[src/source/pluck_debounce.sv]
`timescale 1ns/1ps

module pluck_debounce #(
	parameter int debounce_cycles = 8
) (
	input logic clk,
	input logic trig_reset,
	input logic trig,
	output logic pluck
);

	localparam int cnt_w = $clog2(debounce_cycles + 1);

	logic [1:0] sync_q; // two-flop synchronizer.
	logic level_q; // debounced button level.
	logic [cnt_w-1:0] cnt_q;

	// the level only flips after debounce_cycles of a steady new value.
	always_ff @(posedge clk)
	begin
		if (!trig_reset)
		begin
			sync_q <= '0;
			level_q <= 1'b0;
			cnt_q <= '0;
			pluck <= 1'b0;
		end
		else
		begin
			sync_q <= {sync_q[0], trig};
			pluck <= 1'b0;
			if (sync_q[1] == level_q)
			begin
				cnt_q <= '0; // bounce back, start over.
			end
			else if (cnt_q == cnt_w'(debounce_cycles - 1))
			begin
				level_q <= sync_q[1];
				cnt_q <= '0;
				pluck <= sync_q[1]; // rising level only.
			end
			else
			begin
				cnt_q <= cnt_q + 1'b1;
			end
		end
	end

endmodule

[config.mk]
export PLATFORM = sky130hd
export DESIGN_NAME = pluck_debounce
export DESIGN_NICKNAME = d
export VERILOG_FILES = /design/src/source/pluck_debounce.sv
export SDC_FILE = /design/constraint.sdc
export NUM_CORES = 1
export LEC_CHECK = 0
export BUFFER_PORTS_ARGS = -buffer_cell sky130_fd_sc_hd__buf_2
export CORE_AREA = 2 2 39 41
export DETAILED_ROUTE_END_ITERATION = 12
export DIE_AREA = 0 0 41 43
export SYNTH_ARGS = -nofsm -noshare
export SYNTH_HDL_FRONTEND = slang
export SYNTH_SLANG_ARGS = --single-unit
[constraint.sdc]
create_clock -name clk -period 2.3 [get_ports clk]
set_input_delay 0.23 -clock clk [delete_from_list [all_inputs] [get_ports clk]]
set_output_delay 0.23 -clock clk [all_outputs]
set_load 0.02 [all_outputs]
==> results.yml <==
global_route:
  track_usage: 0.0525
  antenna_found_initial: 0
  first_global_vias: 139
  grt-ovfl-total: 0
  grtUsageMet2: 0.0500
  met1_usage: 0.0686
  grt_pass1_wl_um: 545
  grt.busiest_layer: "met1"
  grt_max_degree: 7
  grtUsageMet3: 0.0628
synthesis:
  synth_area_um2: 277
  ys_top_cells_by_area: "dfxtp_1 (58%), xor2_1 (9.5%), and2_1 (4.5%)"
  yosys_warnings: 0
  synth_fa_ha_area_frac: 0.0452
  synth.distinct_cells: 13
  synth_compound_area_frac: 0
  yosysTopAreaCell: "dfxtp_1"
  synth_xor_area_frac: 0.0950
  synthCells: 26
  yosysSeqAreaShare: 0.579
  yosys.area_share.simple: 0.231
  synth_top_family_by_area: "simple AND/OR/NAND/NOR gates"
  ys_ff_latch: 8
  synth_top_cell_area_share: 0.579
  synthesis.nets: 30
  syn_area_per_cell_um2: 10.6
  synth_mux_area_frac: 0.0362
pwr:
  p_per_area_nw_per_um2: 743
  finalPower_mw: 0.248
  vdd_drop_max_uv: 365
  leakage_nw: 0.155
setup_path:
  arrival_ns: 1.19
  crit_type: "register to register"
  endpoint_kind: "register"
  cp-start-kind: "register"
  worstPathMaxFanout: 3
  required_ns: 2.44
die:
  dieWidth_um: 41
  ios: 4
  placementRows: 14
  initial_core_util: 0.200
  core_area_um2: 1380
  die_y_um: 43
  dieArea_um2: 1760
final_layout:
  area_growth_pct: 20.8
  mostFrequentLayoutCell: "dfxtp_1"
  instances_no_fill: 48
  finalInstanceArea_um2: 334
  diodes: 0
  layout-drive-gt1-share: 0.219
  utilization: 0.241
  fill_cells: 148
  nets: 38
  final_cell_mix: "dfxtp_1 (8), xor2_1 (3), nor2_1 (3), clkbuf_4 (3), buf_2 (3)"
cts:
  clock_path_buffers: 2
  postCtsSetupBuffers: 0
  cts_resized: 0
  clk_latency_ns: 0.24
  cts_hold_buf: 0
  cts.htree.levels: 1
  numCtsBuffers: 3
  clockRootBuffer: "clkbuf_4"
  clock-sinks: 8
  cts_tree: "built"
  clk_pin_slew_ns: 0.05
timing:
  min_period_ns: 1.05
  rsz0062_at_grt: "false"
  slew_violations: 0
  final-setup-viol-count: 0
  tns_ns: 0
  worst_pin_slew_ns: 0.157
  fmax_mhz: 954
  fin_crit_sh: 0.456
  finalHoldViolCount: 0
  slew_headroom: 0.895
  skew_ns: 0.000941
drt:
  drtAntennaViolNets: 0
  drt-total-wl_um: 339
  firstDrtPassIters: 2
  drc: 0
  num_vias: 178
  drtIter0Drc: 6
  routedWlPerCell_um: 7.06
  via_per_inst: 3.71
place:
  place_inst: 45
  portBuffers: 3
  routabilityCongestion: 0.644
  place_area_um2: 312
  dp_hpwl_um: 270
outcome:
  outcome: "finished clean"
flow_run:
  cap_violations: 0
hold_path:
  hp-class: "input port to register"
synthesized netlist by cell type:
master / instances
and2_1: 2
and3_2: 1
dfxtp_1: 8
ha_1: 1
inv_1: 1
mux2i_1: 1
nand2_1: 1
nand3_1: 2
nand3b_1: 1
nor2_1: 3
nor2b_1: 1
nor3_1: 1
xor2_1: 3
path summary, 6_finish.rpt:
check | start | to | slack, ns | cells past startpoint
setup reg to reg | cnt_q[0] | level_q | 1.25 | 4
setup / recovery | cnt_q[0] | level_q | 1.25 | 4
hold reg to reg | sync_q[0] | sync_q[1] | 0.43 | 1
hold / removal | trig | sync_q[0] | 0.19 | 2
power breakdown:
| part | internal [mW] | switching (mW) |
|---|---|---|
| Clock | 0.0593 | 0.0413 |
| Combinational | 0.00302 | 0.00254 |
| Sequential | 0.141 | 0.00107 |
kinds of logic after synthesis:
logic type | Yosys count
buffers and inverters | 1
xor gates and xnor gates | 3
and+or+nand+nor | 12
DFF | 8
adders and majority gates | 1
muxes | 1
sequential cells by signal, summed over array words and instances, names as in the netlist:
| name | count |
|---|---|
| level_q | 1 |
| sync_q | 2 |
| cnt_q | 4 |
| pluck | 1 |
final cells by class:
type                    count  area (um^2)  share of cell area
flip-flops and latches      8          160               0.479
well taps                  16         20.0              0.0599
inverters                   1         3.75              0.0112
repair buffers              3         15.0              0.0449
multi-input cells          17          113               0.337
clock buffers               3         22.5              0.0674
per-stage QoR:
step	hold slack (ns)	setup WS (ns)
4_1_cts	0.179	1.24
6_report	0.187	1.25
5_1_grt	0.192	1.19
2_1_floorplan	0.352	1.31
3_5_place_dp	0.418	1.25
3_3_place_gp	0.413	1.27
critical path, cell delays in order (launching register included):
cell	delay [ns]
dfxtp_1	0.32
ha_1	0.22
nand3b_1	0.15
mux2i_1	0.20
nor2b_1	0.06
routing by layer:
metal,wire length [um],up-vias
met2,126,7
li1,-,97
met1,168,74
met5,0,-
met4,0,0
met3,44,0
Note: power is estimated with default switching activity, not from simulation.
