`src/source/string_pkg.sv`:
```
package string_pkg;

	// word and address widths of the voice.
	localparam int sample_w = 32;
	localparam int ptr_w = 10; // 1024-word delay RAM.

	// shortest string the loop can hold.
	localparam int min_length = 4;

	localparam logic [sample_w-1:0] noise_seed = 32'h1d87_2b41; // xorshift start value.

	typedef logic signed [sample_w-1:0] sample_t;
	typedef logic [ptr_w-1:0] length_t;

	// excitation phase.
	typedef enum logic {
		burst_idle,
		burst_active
	} burst_state_e;

	// one sample leaving the voice.
	typedef struct packed {
		logic valid;
		sample_t data;
		logic in_burst; // written by a noise step.
	} voice_sample_t;

endpackage

```
`src/source/loop_filter.sv`:
```
`timescale 1ns/1ps

module loop_filter (
	input logic clk,
	input logic trig_reset,
	input logic step,
	input string_pkg::sample_t line_out,
	output string_pkg::sample_t feedback
);
	import string_pkg::*;

	sample_t prev_q; // line_out of the last step.
	logic signed [sample_w:0] sum;

	// 33-bit sum so the average cannot overflow.
	assign sum = $signed({line_out[sample_w-1], line_out})
		+ $signed({prev_q[sample_w-1], prev_q});

	// arithmetic shift by one, top bit is only sign.
	assign feedback = sample_t'(sum[sample_w:1]);

	always_ff @(posedge clk)
	begin
		if (!trig_reset)
		begin
			prev_q <= '0;
		end
		else if (step)
		begin
			prev_q <= line_out;
		end
	end

endmodule

```
`config.mk`:
```
export PLATFORM = sky130hd
export DESIGN_NAME = loop_filter
export DESIGN_NICKNAME = d
export VERILOG_FILES = /design/src/source/string_pkg.sv /design/src/source/loop_filter.sv
export SDC_FILE = /design/constraint.sdc
export NUM_CORES = 1
export LEC_CHECK = 0
export ABC_AREA = 1
export BUFFER_PORTS_ARGS = -buffer_cell sky130_fd_sc_hd__buf_4
export CAP_MARGIN = 20
export CELL_PAD_IN_SITES_DETAIL_PLACEMENT = 1
export CELL_PAD_IN_SITES_GLOBAL_PLACEMENT = 1
export CORE_AREA = 2 2 101 103
export CTS_CLUSTER_SIZE = 10
export DETAILED_ROUTE_END_ITERATION = 7
export DIE_AREA = 0 0 103 105
export PLACE_DENSITY = 0.76
export SYNTH_ARGS = -nofsm -noshare
export SYNTH_HDL_FRONTEND = slang
export SYNTH_SLANG_ARGS = --single-unit
export TNS_END_PERCENT = 1
```
`constraint.sdc`:
```
create_clock -name clk -period 2.2 [get_ports clk]
set_input_delay 0.33 -clock clk [delete_from_list [all_inputs] [get_ports clk]]
set_output_delay 0.33 -clock clk [all_outputs]
set_load 0.1 [all_outputs]
```
==> flow_metrics.env <==
export IMPL_final_common_cell="nand2_1"
export IMPL_drv_slew=0
export IMPL_cts_root_buf="clkbuf_8"
export IMPL_portBuffers=66
export IMPL_clock_path_buffers=2
export IMPL_grt_max_degree=33
export IMPL_htree_levels=2
export IMPL_clk_latency_ns=0.32
export IMPL_overflow=0
export IMPL_gr_usage_all_layers_pct=27.0
export IMPL_status="complete, but fails checks"
export IMPL_final_nets=836
export IMPL_ir_drop_uv=412
export IMPL_drc_errors=0
export IMPL_final_cell_mix="nand2_1, inv_1, nor2_1, buf_4, nand2_2"
export IMPL_dp_hpwl_mm=10.2
export IMPL_ys_types=22
export IMPL_antenna_found_initial=0
export IMPL_dieHeight_um=105
export IMPL_r2r_cells=2
export IMPL_cts_sinks=32
export IMPL_synth_area_per_cell_um2=5.36
export IMPL_rr_startpoint="prev_q[7]"
export IMPL_yosysWarnings=0
export IMPL_finalClockSkew_ns=0
export IMPL_rrSetupSlack_ns=1.37
export IMPL_initial_core_util_pct=36.5
export IMPL_synth_nets=723
export IMPL_top_regs="prev_q: 32 flops"
export IMPL_reg2reg_to="prev_q[7]"
export IMPL_std_cell_rows=36
export IMPL_cts_buffers=5
export IMPL_vias=4634
export IMPL_post_dp_cell_area_um2=4610
export IMPL_p_leak_nw=3.12
export IMPL_slew_headroom_pct=77.3
export IMPL_arrival_ns=2.22
export IMPL_grt_pass1_wl_mm=22.9
export IMPL_drtIter0Drc=186
export IMPL_hold_start="line_out[0]"
export IMPL_postSynthCellCount=656
export IMPL_hold_viol=0
export IMPL_min_path_cells=3
export IMPL_max_freq_ghz=0.393
export IMPL_regMostFlops="prev_q"
export IMPL_synth_seq_area_share_pct=18.2
export IMPL_die_w_um=103
export IMPL_n_antenna_cell=0
export IMPL_coreArea_um2=9640
export IMPL_cts_clk_slew_worst_paths_ns=0.08
export IMPL_ant_nets=0
export IMPL_violations="negative setup slack"
export IMPL_syn_to_final_growth_pct=67.6
export IMPL_tightest_slew_ns=0.340
export IMPL_ys_ff_latch=32
export IMPL_hp_class="in -> reg"
export IMPL_critPathMaxFanout=4
export IMPL_netlist_area_um2=3510
export IMPL_drive_gt1_share_pct=38.6
export IMPL_firstDrtPassIters=4
export IMPL_maxCapViolCount=0
export IMPL_whs_endpoint="prev_q[0]"
export IMPL_gp_congestion=0.895
export IMPL_rsz0062_at_grt="yes"
export IMPL_grt_pass1_vias=4798
export IMPL_crit_type="reg -> out"
export IMPL_design_area_um2=5890
export IMPL_final_util_pct=61.1
export IMPL_tritoncts="done"
export IMPL_drt_vias_per_instance=5.13
export IMPL_power_density_nw_per_um2=680
export IMPL_endpoint_kind="primary output"
export IMPL_min_period_ns=2.55
export IMPL_hold_buffers=0
export IMPL_cp_data_required_time_ns=1.87
export IMPL_io_pins=67
export IMPL_fin_ws_ns=-0.346
export IMPL_totalWireLength_mm=16.8
export IMPL_nFillCells=1288
export IMPL_largest_register_ffs=32
export IMPL_period_share_pct=116
export IMPL_wl_per_cell_um=18.6
export IMPL_die_area_um2=10800
export IMPL_setup_viol=28
export IMPL_worst_setup_path_start_kind="flip-flop"
## metal layers
metal	wire [µm]	vias up	global-route usage (%)
met2	8690	154	49.4
met1	6560	2236	31.7
met3	679	74	3.41
li1	-	2170	-
met4	833	0	9.02
met5	0	-	0
## repair_timing
action	4_1_cts	5_1_grt
cloned	0	0
setup endpoints to repair	30	30
buffers inserted	0	2
pin swaps	12	10
resized for setup	183	76
## per-stage QoR
step	total power [mW]	instances	setup WS, ns	TNS [ns]	hold slack, ns
finish	4.01	903	-0.346	-6.01	0.249
global route	4.16	903	-0.430	-8.06	0.278
CTS	3.77	901	-0.194	-3.66	0.246
detailed placement	2.76	893	-0.241	-3.61	0.490
global placement	2.72	893	-0.195	-2.68	0.481
floorplan	2.19	656	-0.525	-6.61	0.463
## critical path, cell delays in order, from the launching register on
cell,delay (ns)
dfxtp_1,0.34
ha_4,0.30
nand2_1,0.11
inv_1,0.11
nand2_1,0.09
nor3_2,0.27
nand2_4,0.09
nand2_4,0.12
xor2_2,0.25
buf_12,0.21
## synthesized netlist by cell type
library cell  number  share of area (%)
fa_1               1               0.57
ha_1              31                 11
nor2_2             1               0.18
xor2_1            16                4.0
and2_1             1               0.18
o21ai_0           33                4.7
nor3_1             1               0.14
nand2_4            1               0.32
nand2_2           15                2.7
and3_1             2               0.36
nand4_1            2               0.36
nand3_1           21                3.0
a21oi_1           19                2.7
clkbuf_1           9               0.96
or2_2              1               0.18
dfxtp_1           32                 18
nand2_1          236                 25
nor2_1           108                 12
inv_1            123                 13
o21bai_1           1               0.21
clkinv_1           1               0.11
xnor2_1            1               0.25
## cell type report
| cell class | instances | area [µm²] | area share [%] |
|---|---|---|---|
| inverter | 124 | 465 | 7.90 |
| multi-input combinational | 491 | 3280 | 55.7 |
| tap | 133 | 166 | 2.82 |
| clock buffer | 6 | 82.6 | 1.40 |
| clock inverter | 2 | 10.0 | 0.170 |
| timing repair buffer | 115 | 1230 | 20.9 |
| sequential | 32 | 653 | 11.1 |
## cells by family (layout without fill, tap and decap cells)
logic type / count (synthesis) / after routing / share of synthesized area (%)
AOI/OAI and AO/OA: 53 / 53 / 7.62
xor gates and xnor gates: 17 / 17 / 4.24
adders and majority gates: 32 / 32 / 11.6
buffers and inverters: 133 / 247 / 14.2
DFF: 32 / 32 / 18.2
and+or+nand+nor: 389 / 389 / 44.1
## power breakdown
group	switching [mW]	internal (mW)	total, mW	leakage (nW)
registers	0.0377	0.623	0.660	0.269
clock network	0.277	0.250	0.527	0.0510
logic	1.82	0.997	2.82	2.80
total	2.14	1.87	4.01	3.12
## how the worst max path moves through the flow
| stage | from | end | slack (ns) | cells past startpoint |
|---|---|---|---|---|
| 2_1_floorplan | line_out[2] | feedback[2] | -0.53 | 4 |
| 3_5_place_dp | line_out[0] | feedback[19] | -0.24 | 14 |
| 3_3_place_gp | line_out[0] | feedback[27] | -0.19 | 14 |
| 4_1_cts | prev_q[0] | feedback[17] | -0.19 | 10 |
| 5_1_grt | prev_q[12] | feedback[26] | -0.43 | 11 |
| 6_report | prev_q[11] | feedback[15] | -0.35 | 9 |
Power figures use the tool's default switching activity.
