--- src/source/string_pkg.sv ---
package string_pkg;

	// word and address widths of the voice.
	localparam int sample_w = 32;
	localparam int ptr_w = 10; // 1024-word delay RAM.

	// shortest string the loop can hold.
	localparam int min_length = 4;

	localparam logic [sample_w-1:0] noise_seed = 32'h1d87_2b41; // xorshift start value.

	typedef logic signed [sample_w-1:0] sample_t;
	typedef logic [ptr_w-1:0] length_t;

	// excitation phase.
	typedef enum logic {
		burst_idle,
		burst_active
	} burst_state_e;

	// one sample leaving the voice.
	typedef struct packed {
		logic valid;
		sample_t data;
		logic in_burst; // written by a noise step.
	} voice_sample_t;

endpackage

--- src/source/credit_port.sv ---
`timescale 1ns/1ps

module credit_port #(
	parameter int max_credits = 4
) (
	input logic clk,
	input logic trig_reset,
	input logic credit_return,
	input logic clearing,
	input logic in_burst,
	input string_pkg::sample_t line_out,
	output logic step,
	output string_pkg::voice_sample_t sample_out
);
	import string_pkg::*;

	localparam int cnt_w = $clog2(max_credits + 1);

	logic [cnt_w-1:0] count_q;
	logic accept;
	logic valid_q;
	logic burst_q;
	sample_t data_q;

	// one credit spent per step, none while the RAM is swept.
	assign step = (count_q != '0) && !clearing;
	assign accept = credit_return && ((count_q != cnt_w'(max_credits)) || step); // full drops.

	always_ff @(posedge clk)
	begin
		if (!trig_reset)
			count_q <= '0;
		else if (clearing)
			count_q <= '0;
		else
			count_q <= count_q + cnt_w'(accept) - cnt_w'(step);
	end

	always_ff @(posedge clk)
	begin
		if (!trig_reset)
			valid_q <= 1'b0;
		else
			valid_q <= step;
	end

	// the word read on the step, one cycle later.
	always_ff @(posedge clk)
	begin
		if (step)
		begin
			data_q <= line_out;
			burst_q <= in_burst;
		end
	end

	assign sample_out = '{valid: valid_q, data: data_q, in_burst: burst_q};

endmodule

--- config.mk ---
export PLATFORM = sky130hd
export DESIGN_NAME = credit_port
export DESIGN_NICKNAME = d
export VERILOG_FILES = /design/src/source/string_pkg.sv /design/src/source/credit_port.sv
export SDC_FILE = /design/constraint.sdc
export NUM_CORES = 1
export LEC_CHECK = 0
export BUFFER_PORTS_ARGS = -buffer_cell sky130_fd_sc_hd__buf_2
export CAP_MARGIN = 40
export CELL_PAD_IN_SITES_DETAIL_PLACEMENT = 1
export CELL_PAD_IN_SITES_GLOBAL_PLACEMENT = 2
export CORE_MARGIN = 3
export CORE_UTILIZATION = 27
export CTS_CLUSTER_DIAMETER = 100
export CTS_CLUSTER_SIZE = 25
export DETAILED_ROUTE_END_ITERATION = 10
export HOLD_SLACK_MARGIN = 0.02
export PLACE_DENSITY = 0.84
export SYNTH_ARGS = -nofsm -noshare
export SYNTH_HDL_FRONTEND = slang
export SYNTH_SLANG_ARGS = --single-unit
--- constraint.sdc ---
create_clock -name clk -period 4.4 [get_ports clk]
set_input_delay 0 -clock clk [delete_from_list [all_inputs] [get_ports clk]]
set_output_delay 0 -clock clk [all_outputs]
set_load 0.02 [all_outputs]
==> impl_results.md <==
- Ant diodes: 0
- Row Count: 23
- Chip Height: 72.84 um
- Tot GR Track Use: 12.27%
- Pin count of the biggest net entering global routing: 21
- Net Switching: 0.1657 mW
- Core box area: 4144 um2
- Max VDD drop: 0.2248 mV
- Largest area contributor in the netlist: edfxtp_1
- Status: finished, final reports clean
- Iter 0 DRT Violations: 24
- Leak Pwr: 0.8643 nW
- Top cells by area, synth: edfxtp_1, dfxtp_1, ha_1, xnor3_1, fa_1
- Period utilisation layout: 55.18%
- CTS tree: done
- I/O Buffers: 71
- Post-cts resize count: 0
- Int Pwr: 0.5715 mW
- Root buf cell: clkbuf_8
- Vias in the first global route: 957
- Clock sink count: 37
- Comb pwr share: 14.7%
- RR Startpoint: count_q[1]
- #FFs+latches synth: 37
- Worst slew margin: 65.99%
- WL/cell: 13.95 um
- FF-to-FF End: count_q[2]
- Setup TNS: 0 ns
- Worst skew pair latency: 0.27 ns
- Max-Cap Viols: 0
- Layout Nets: 205
- Yosys warning count: 0
- First-pass DRT Iterations: 2
- Synth Area per Inst: 21.93 um2
- Fin crit period: 2.428 ns
- Initial antenna violation count: 0
- Setup Crit Path Kind: flop to flop
- DPL Wire Length: 2.109 mm
- Synth Instances: 55
- Max Slew Vio Count: 0
- Die area: 5305 um2
- # H-tree levels: 2
- Post-synthesis cell type count: 12
- Hold_sp: trig_reset
- CP Max Fanout: 20
- RSZ-0062 raised after global routing: no
- Critical Path RT: 4.57 ns
- Final setup violating endpoints: 0
- Via density: 4.032
- First-pass GRT wire length: 4.650 mm
- Hold Slack: 0.03355 ns
- TritonCTS Buffers: 5
- Number of fill cells: 436
- R2r worst-path depth: 10
- Clock Skew: 0.005999 ns
- Post-route ant nets: 0
- Register share of total power: 55.9%
- Register area share after synthesis: 88.80%
- Wl on met1: 1.069 mm
- Worst Hold Path EP: count_q[1]
- CP Data Arrival Time: 2.60 ns
- Layout area overhead: 70.33%
- Clk buf depth: 2
- Final core occ: 49.58%
- Share of cells above drive strength 1: 46.99%
- Met2 routed WL: 1.651 mm
- Max Used Layer: met4
- I/O pin count: 72
- Power Dens Cells: 358.8 nW/um2
- Slew @ Worst Pin: 0.5089 ns
- Initial Utilization: 29.11%
- Setup slack, reg-to-reg: 1.97 ns
- Post-Synthesis Cell Area: 1206 um2
- Die W: 72.84 um
- Hold Crit Class: primary input to flop
- CP startpoint kind: flop
- Met3 WL: 259 um
- WHS Path Cells: 3
- Clock power share: 29.4%
- Post-Syn Nets: 95
- Worst Setup End Kind: flop
- Clock-pin slew on the worst setup and hold paths: 0.07 ns
- Power Total: 0.7372 mW
- Net Sw Frac: 22.48%
- Routed vias: 871
- Drt drc: 0
- Fmax: 411.9 MHz
- Final hold vios: 0
- GP Congestion: 0.6303
- DRT Wirelength: 3.013 mm
- Synth top area share: 82.16%
- Overflow after GRT: 0
-- cell usage in the layout, fill, tap and decap left out, drive strengths merged --
master / n
ha: 2
nor2: 5
nand2b: 1
dlygate4sd3: 33
clkbuf: 8
nand2: 1
xnor3: 1
inv: 3
fa: 1
nor3: 1
o31ai: 1
buf: 72
edfxtp: 33
dfxtp: 4
-- flip-flops by register name, summed over array words and instances (netlist names) --
name	cells
data_q	32
count_q	3
burst_q	1
valid_q	1
-- cells in the mapped netlist, drive strengths merged --
cell type,n
xnor3,1
buf,2
dfxtp,4
edfxtp,33
o31ai,1
nand2,1
nor3,1
ha,2
nand2b,1
nor2,5
inv,3
fa,1
-- routing by layer --
layer	vias up	GRT usage (%)
met1	403	12.85
met4	0	4.918
li1	419	-
met2	44	22.55
met3	5	3.857
met5	-	0
-- area by class of cell --
| cell class | instances | area, um2 | area share, % |
|---|---|---|---|
| flip-flops and latches | 37 | 1071 | 52.13 |
| inverters | 3 | 11.26 | 0.5481 |
| well taps | 50 | 62.56 | 3.045 |
| multi-input cells | 13 | 116.4 | 5.664 |
| repair buffers | 105 | 713.2 | 34.71 |
| clock buffers | 8 | 80.08 | 3.898 |
-- power by group through the flow --
stage	Clock, mW	Combinational (mW)	Sequential [mW]
floorplan	0	0.0216	0.441
finish	0.217	0.108	0.412
global route	0.245	0.118	0.414
detailed placement	0	0.0865	0.420
CTS	0.229	0.109	0.412
global placement	0	0.0771	0.419
-- worst max-delay path: stages (launching register included) --
cell and delay [ns]:
dfxtp_1 0.37, nor3_1 0.40, nor2_4 0.19, buf_16 0.21, ha_1 0.29, inv_1 0.06
ha_1 0.13, inv_1 0.05, fa_1 0.38, xnor3_1 0.21, nor2_1 0.04
-- logic make-up (layout without fill, tap and decap cells) --
kind of cell | after synthesis | in the layout | share of synthesized area [%]
AO/OA/AOI/OAI | 1 | 1 | 0.6226
XOR/XNOR | 1 | 1 | 1.867
adder cells (fa/ha/maj) | 3 | 3 | 3.734
buffers and inverters | 5 | 116 | 2.178
flip-flops | 37 | 37 | 88.80
AND/OR/NAND/NOR | 8 | 8 | 2.801
-- how the worst max path moves through the flow --
stage / start / endpoint / slack [ns]
final: count_q[1] / count_q[2] / 1.97
after global routing: count_q[1] / count_q[2] / 1.73
after CTS: count_q[1] / count_q[2] / 1.95
after detailed placement: count_q[1] / count_q[2] / 1.94
after global placement: count_q[1] / count_q[2] / 1.91
after floorplan: count_q[1] / count_q[2] / 0.86
-- through the flow --
| step | cell area, um2 | setup WS [ns] | std cells |
|---|---|---|---|
| 5_1_grt | 2054 | 1.727 | 216 |
| 3_3_place_gp | 1617 | 1.912 | 174 |
| 4_1_cts | 2054 | 1.949 | 216 |
| 3_5_place_dp | 1644 | 1.945 | 175 |
| 6_report | 2054 | 1.972 | 216 |
| 2_1_floorplan | 1206 | 0.8563 | 55 |
-- timing repair --
item,CTS,global route
hold buffers,33,0
hold endpoints to repair,33,0
setup buffers,0,0
No activity file was read; power rests on OpenSTA's default activity.
