<file path="config.mk">
export PLATFORM = sky130hd
export DESIGN_NAME = excitation_control
export DESIGN_NICKNAME = d
export VERILOG_FILES = /design/src/source/string_pkg.sv /design/src/source/excitation_control.sv
export SDC_FILE = /design/constraint.sdc
export NUM_CORES = 1
export LEC_CHECK = 0
export ABC_AREA = 0
export BUFFER_PORTS_ARGS = -buffer_cell sky130_fd_sc_hd__clkbuf_2
export CORE_ASPECT_RATIO = 0.7
export CORE_MARGIN = 2
export CORE_UTILIZATION = 54
export DETAILED_ROUTE_END_ITERATION = 7
export PLACE_DENSITY_LB_ADDON = 0.1
export SYNTH_ARGS = -nofsm -noshare
export SYNTH_HDL_FRONTEND = slang
export SYNTH_SLANG_ARGS = --single-unit
export TNS_END_PERCENT = 20
</file>
<file path="constraint.sdc">
create_clock -name clk -period 3.1 [get_ports clk]
set_input_delay 0.31 -clock clk [delete_from_list [all_inputs] [get_ports clk]]
set_output_delay 0.31 -clock clk [all_outputs]
set_load 0.03 [all_outputs]
</file>
<file path="src/source/string_pkg.sv">
package string_pkg;

	// word and address widths of the voice.
	localparam int sample_w = 32;
	localparam int ptr_w = 10; // 1024-word delay RAM.

	// shortest string the loop can hold.
	localparam int min_length = 4;

	localparam logic [sample_w-1:0] noise_seed = 32'h1d87_2b41; // xorshift start value.

	typedef logic signed [sample_w-1:0] sample_t;
	typedef logic [ptr_w-1:0] length_t;

	// excitation phase.
	typedef enum logic {
		burst_idle,
		burst_active
	} burst_state_e;

	// one sample leaving the voice.
	typedef struct packed {
		logic valid;
		sample_t data;
		logic in_burst; // written by a noise step.
	} voice_sample_t;

endpackage

</file>
<file path="src/source/excitation_control.sv">
`timescale 1ns/1ps

module excitation_control (
	input logic clk,
	input logic trig_reset,
	input logic pluck,
	input logic step,
	input string_pkg::length_t string_length,
	input string_pkg::sample_t feedback,
	output string_pkg::sample_t line_in,
	output string_pkg::length_t length,
	output logic restart,
	output logic in_burst
);
	import string_pkg::*;

	logic pending_q; // pluck waiting for a step.
	length_t len_q;
	burst_state_e state_q;
	logic [ptr_w:0] burst_cnt_q; // counts up to 2L.
	logic [ptr_w:0] burst_last;
	logic [sample_w-1:0] noise_q;
	logic burst_step;

	// xorshift32 with shifts 13, 17, 5.
	function automatic logic [sample_w-1:0] xorshift32(input logic [sample_w-1:0] x);
		logic [sample_w-1:0] y;
		y = x ^ (x << 13);
		y = y ^ (y >> 17);
		y = y ^ (y << 5);
		return y;
	endfunction

	assign burst_last = {len_q, 1'b0} - 1'b1;
	assign in_burst = pending_q || (state_q == burst_active); // restart step is burst step 0.
	assign burst_step = step && in_burst;
	assign restart = pending_q;
	assign length = len_q;
	assign line_in = in_burst ? sample_t'(noise_q) : feedback;

	// pluck latches the clamped length and stays pending until the next step.
	always_ff @(posedge clk)
	begin
		if (!trig_reset)
		begin
			pending_q <= 1'b0;
			len_q <= length_t'(min_length);
		end
		else if (pluck)
		begin
			pending_q <= 1'b1;
			len_q <= (string_length < length_t'(min_length)) ? length_t'(min_length)
				: string_length;
		end
		else if (step)
		begin
			pending_q <= 1'b0;
		end
	end

	// burst of 2L noise words, noise only moves on burst steps.
	always_ff @(posedge clk)
	begin
		if (!trig_reset)
		begin
			state_q <= burst_idle;
			burst_cnt_q <= '0;
			noise_q <= noise_seed;
		end
		else if (burst_step)
		begin
			noise_q <= xorshift32(noise_q);
			if (pending_q)
			begin
				state_q <= burst_active;
				burst_cnt_q <= (ptr_w + 1)'(1); // this step is number 0.
			end
			else if (burst_cnt_q == burst_last)
			begin
				state_q <= burst_idle;
			end
			else
			begin
				burst_cnt_q <= burst_cnt_q + 1'b1;
			end
		end
	end

endmodule

</file>
==> run summary <==
Outcome - finished, final reports clean
FF+latch count, synth - 55
Sequential fraction of the synthesis area - 29.9%
EDFF count, synth - 0
Hold buffer count at cts - 0
Hpwl dp - 6.29 mm
Worst r2r dst - burst_cnt_q[8]
Slew headroom - 48.6%
Total power draw - 2.21 mW
Ys async rst share - 0%
Core area - 6660 sq um
Clock Skews - 0.00870 ns
Post-DRT Antenna Nets - 0
Synth top cells by count - 55 x dfxtp_1, 37 x xnor2_1, 33 x xor2_1, 31 x mux2_2, 31 x o21ai_0
Antenna violations before repair - 0
R2R depth - 9
Unrepaired setup endpoints after global routing - no
Static leakage - 1.72 nW
Maximum fanout along the worst path - 16
Clk root buf - clkbuf_8
Share of cells above drive strength 1 - 29.4%
Final WL - 8.21 mm
Drt drc - 0
Slowest library cell on the worst path - or4_1
Crit-path cells - inv_1 -> ha_1 -> nor3b_2 -> a221oi_1 -> a311o_1 -> a32oi_2 -> o21ai_2 -> or4_1 -> a21boi_1
Placed cell count - 573
Die ar. - 7500 sq um
Via count - 3161
Largest net degree at the start of global routing - 33
Power Internal - 1.43 mW
Die width - 103 um
Top Ports - 90
Reg-to-reg slack, setup - 0.35 ns
Hold Vio Cnt, Final - 0
Final WS setup - 0.346 ns
Top post-synthesis cells by area - dfxtp_1 30%, mux2_2 9.5%, xnor2_1 8.8%, xor2_1 7.9%, or3_1 4.6%
Final setup fails - 0
Hold Path Class - in -> reg
Inserted Diodes - 0
Crit-path max cell delay - 0.57 ns
PD cells - 521 nW/um^2
Routed len/inst - 14.1 um
Yosys warns - 0
Critical path arrival - 3.01 ns
Top_reg_cell synth - dfxtp_1
DRT Pass-1 Iters - 5
Post-Syn Instances - 422
Gpl congestion - 0.838
CTS Buffer Depth - 2
Min Tclk post-route - 2.75 ns
Worst setup path start - length[0]
Layout net count - 534
Top-area cell type share of the netlist area - 29.9%
DR vias/cell - 5.44
Clk pwr share - 25.5%
Initial Utilization - 55.2%
Fmax - 363 MHz
Gr usage total - 22.5%
Final Util - 63.8%
Crit share post-route - 88.9%
Resized Gates After CTS - 0
Post-synthesis cell area - 3680 sq um
IO Port Bufs - 89
H-tree levels - 2
CTS clk-pin slew, worst paths - 0.10 ns
Total gr overflow - 0
Syn nets - 470
Setup Buffers After CTS - 0
Req. time, crit path - 3.35 ns
Die Y - 73.1 um
Worst setup EP type - flop
Synth cell types - 54
Vias in the first global route - 2728
Most frequent cell after synthesis - dfxtp_1
Initial DRC Count - 152
Combinational power share - 35.2%
Synth-to-Final Area Change - 15.5%
Sw Ratio - 35.2%
Launch point of the worst reg-to-reg path - length[0]
Fillers - 588
Tightest Pin Transition - 0.769 ns
Area of the multi-input gates - 2390 sq um
WS Path Type - reg -> reg
Type of origin of the critical path - flop
Non-Filler Instances - 581
CTS tree - done
Crit path capture - burst_cnt_q[8]
Flop pwr share - 39.3%
Number of max-cap violations - 0
Storage cell area - 1100 sq um
Post-synth top area cell - dfxtp_1
Latest clock arrival within the worst-skew pair - 0.32 ns
Clock sinks - 55
First-pass GRT wire length - 13.3 mm
Net Sw Power - 780 uW
Syn Area/Cell - 8.72 sq um
Place WS - 0.377 ns
Max-slew violations - 0
Final setup TNS - 0 ns
VDD IR max - 0.000277 V
CTS Buf Count - 5
Row cnt - 25
==> power by group through the flow <==
stage          Clock [mW]  Sequential, mW  Combinational [mW]
3_3_place_gp            0           0.882               0.762
5_1_grt             0.599           0.884               0.861
4_1_cts             0.574           0.869               0.784
2_1_floorplan           0           0.841               0.654
6_report            0.564           0.870               0.780
3_5_place_dp            0           0.885               0.778
==> critical path, delay by kind of cell, from the launching register on <==
kind                       cells  cell delay, ns
DFF                            1            0.38
adders and majority gates      1            0.22
AOI/OAI and AO/OA              5            1.12
and+or+nand+nor                2            0.89
buffers and inverters          1            0.10
==> layout by cell type (no fill, tap or decap), types with 6 or more instances in the layout <==
| master | Yosys | layout |
|---|---|---|
| nor2b_1 | 10 | 10 |
| a21boi_0 | 17 | 17 |
| nor3_1 | 6 | 6 |
| clkbuf_2 | 0 | 89 |
| and2_1 | 6 | 6 |
| xnor2_1 | 37 | 37 |
| mux2_2 | 31 | 31 |
| xor2_1 | 33 | 33 |
| o21ai_0 | 31 | 31 |
| nand3_1 | 20 | 20 |
| nand2_1 | 23 | 23 |
| mux2i_1 | 8 | 8 |
| dfxtp_1 | 55 | 55 |
| or3_1 | 27 | 27 |
| inv_1 | 8 | 8 |
| nor2_1 | 10 | 9 |
==> routing by layer <==
layer | global-route usage [%] | share of wire [%] | vias up
met5 | 0 | 0 | -
met4 | 4.74 | 0.82 | 0
met3 | 3.74 | 5.8 | 7
met2 | 32.1 | 42 | 93
met1 | 35.1 | 51 | 1456
li1 | - | - | 1605
==> logic make-up (layout without fill, tap and decap cells) <==
logic type,after synthesis,count (layout),synth area share [%]
and+or+nand+nor,127,127,19.3
muxes,39,39,11.7
adders and majority gates,2,2,0.680
buffers and inverters,44,109,5.27
xor gates and xnor gates,70,70,16.7
AOI/OAI and AO/OA,85,85,16.5
DFF,55,55,29.9
==> how the worst min path moves through the flow <==
stage	startpoint	endpoint	slack [ns]	depth (start not counted)
3_5_place_dp	burst_cnt_q[10]	burst_cnt_q[10]	0.50	2
4_1_cts	string_length[2]	length[2]	0.24	3
3_3_place_gp	burst_cnt_q[10]	burst_cnt_q[10]	0.48	2
5_1_grt	string_length[2]	length[2]	0.26	3
6_report	string_length[2]	length[2]	0.25	3
2_1_floorplan	string_length[2]	length[2]	0.45	2
==> flip-flops by register name, indices dropped and copies added, names as in the netlist <==
name,flops
noise_q,32
restart,1
burst_cnt_q,11
state_q,1
length,10
==> cell type report <==
type | count | share of cell area (%)
multi-input cells | 323 | 56.3
clock buffers | 6 | 1.71
clock inverters | 2 | 1.41
well taps | 94 | 2.77
inverters | 8 | 0.707
repair buffers | 93 | 11.2
flip-flops and latches | 55 | 25.9
==> stage by stage <==
stage	area, sq um	hold WS [ns]
after global routing	4250	0.258
after global placement	4120	0.480
after CTS	4250	0.237
after floorplan	3680	0.445
after detailed placement	4120	0.498
final	4250	0.248
Note: power is estimated with default switching activity, not from simulation.
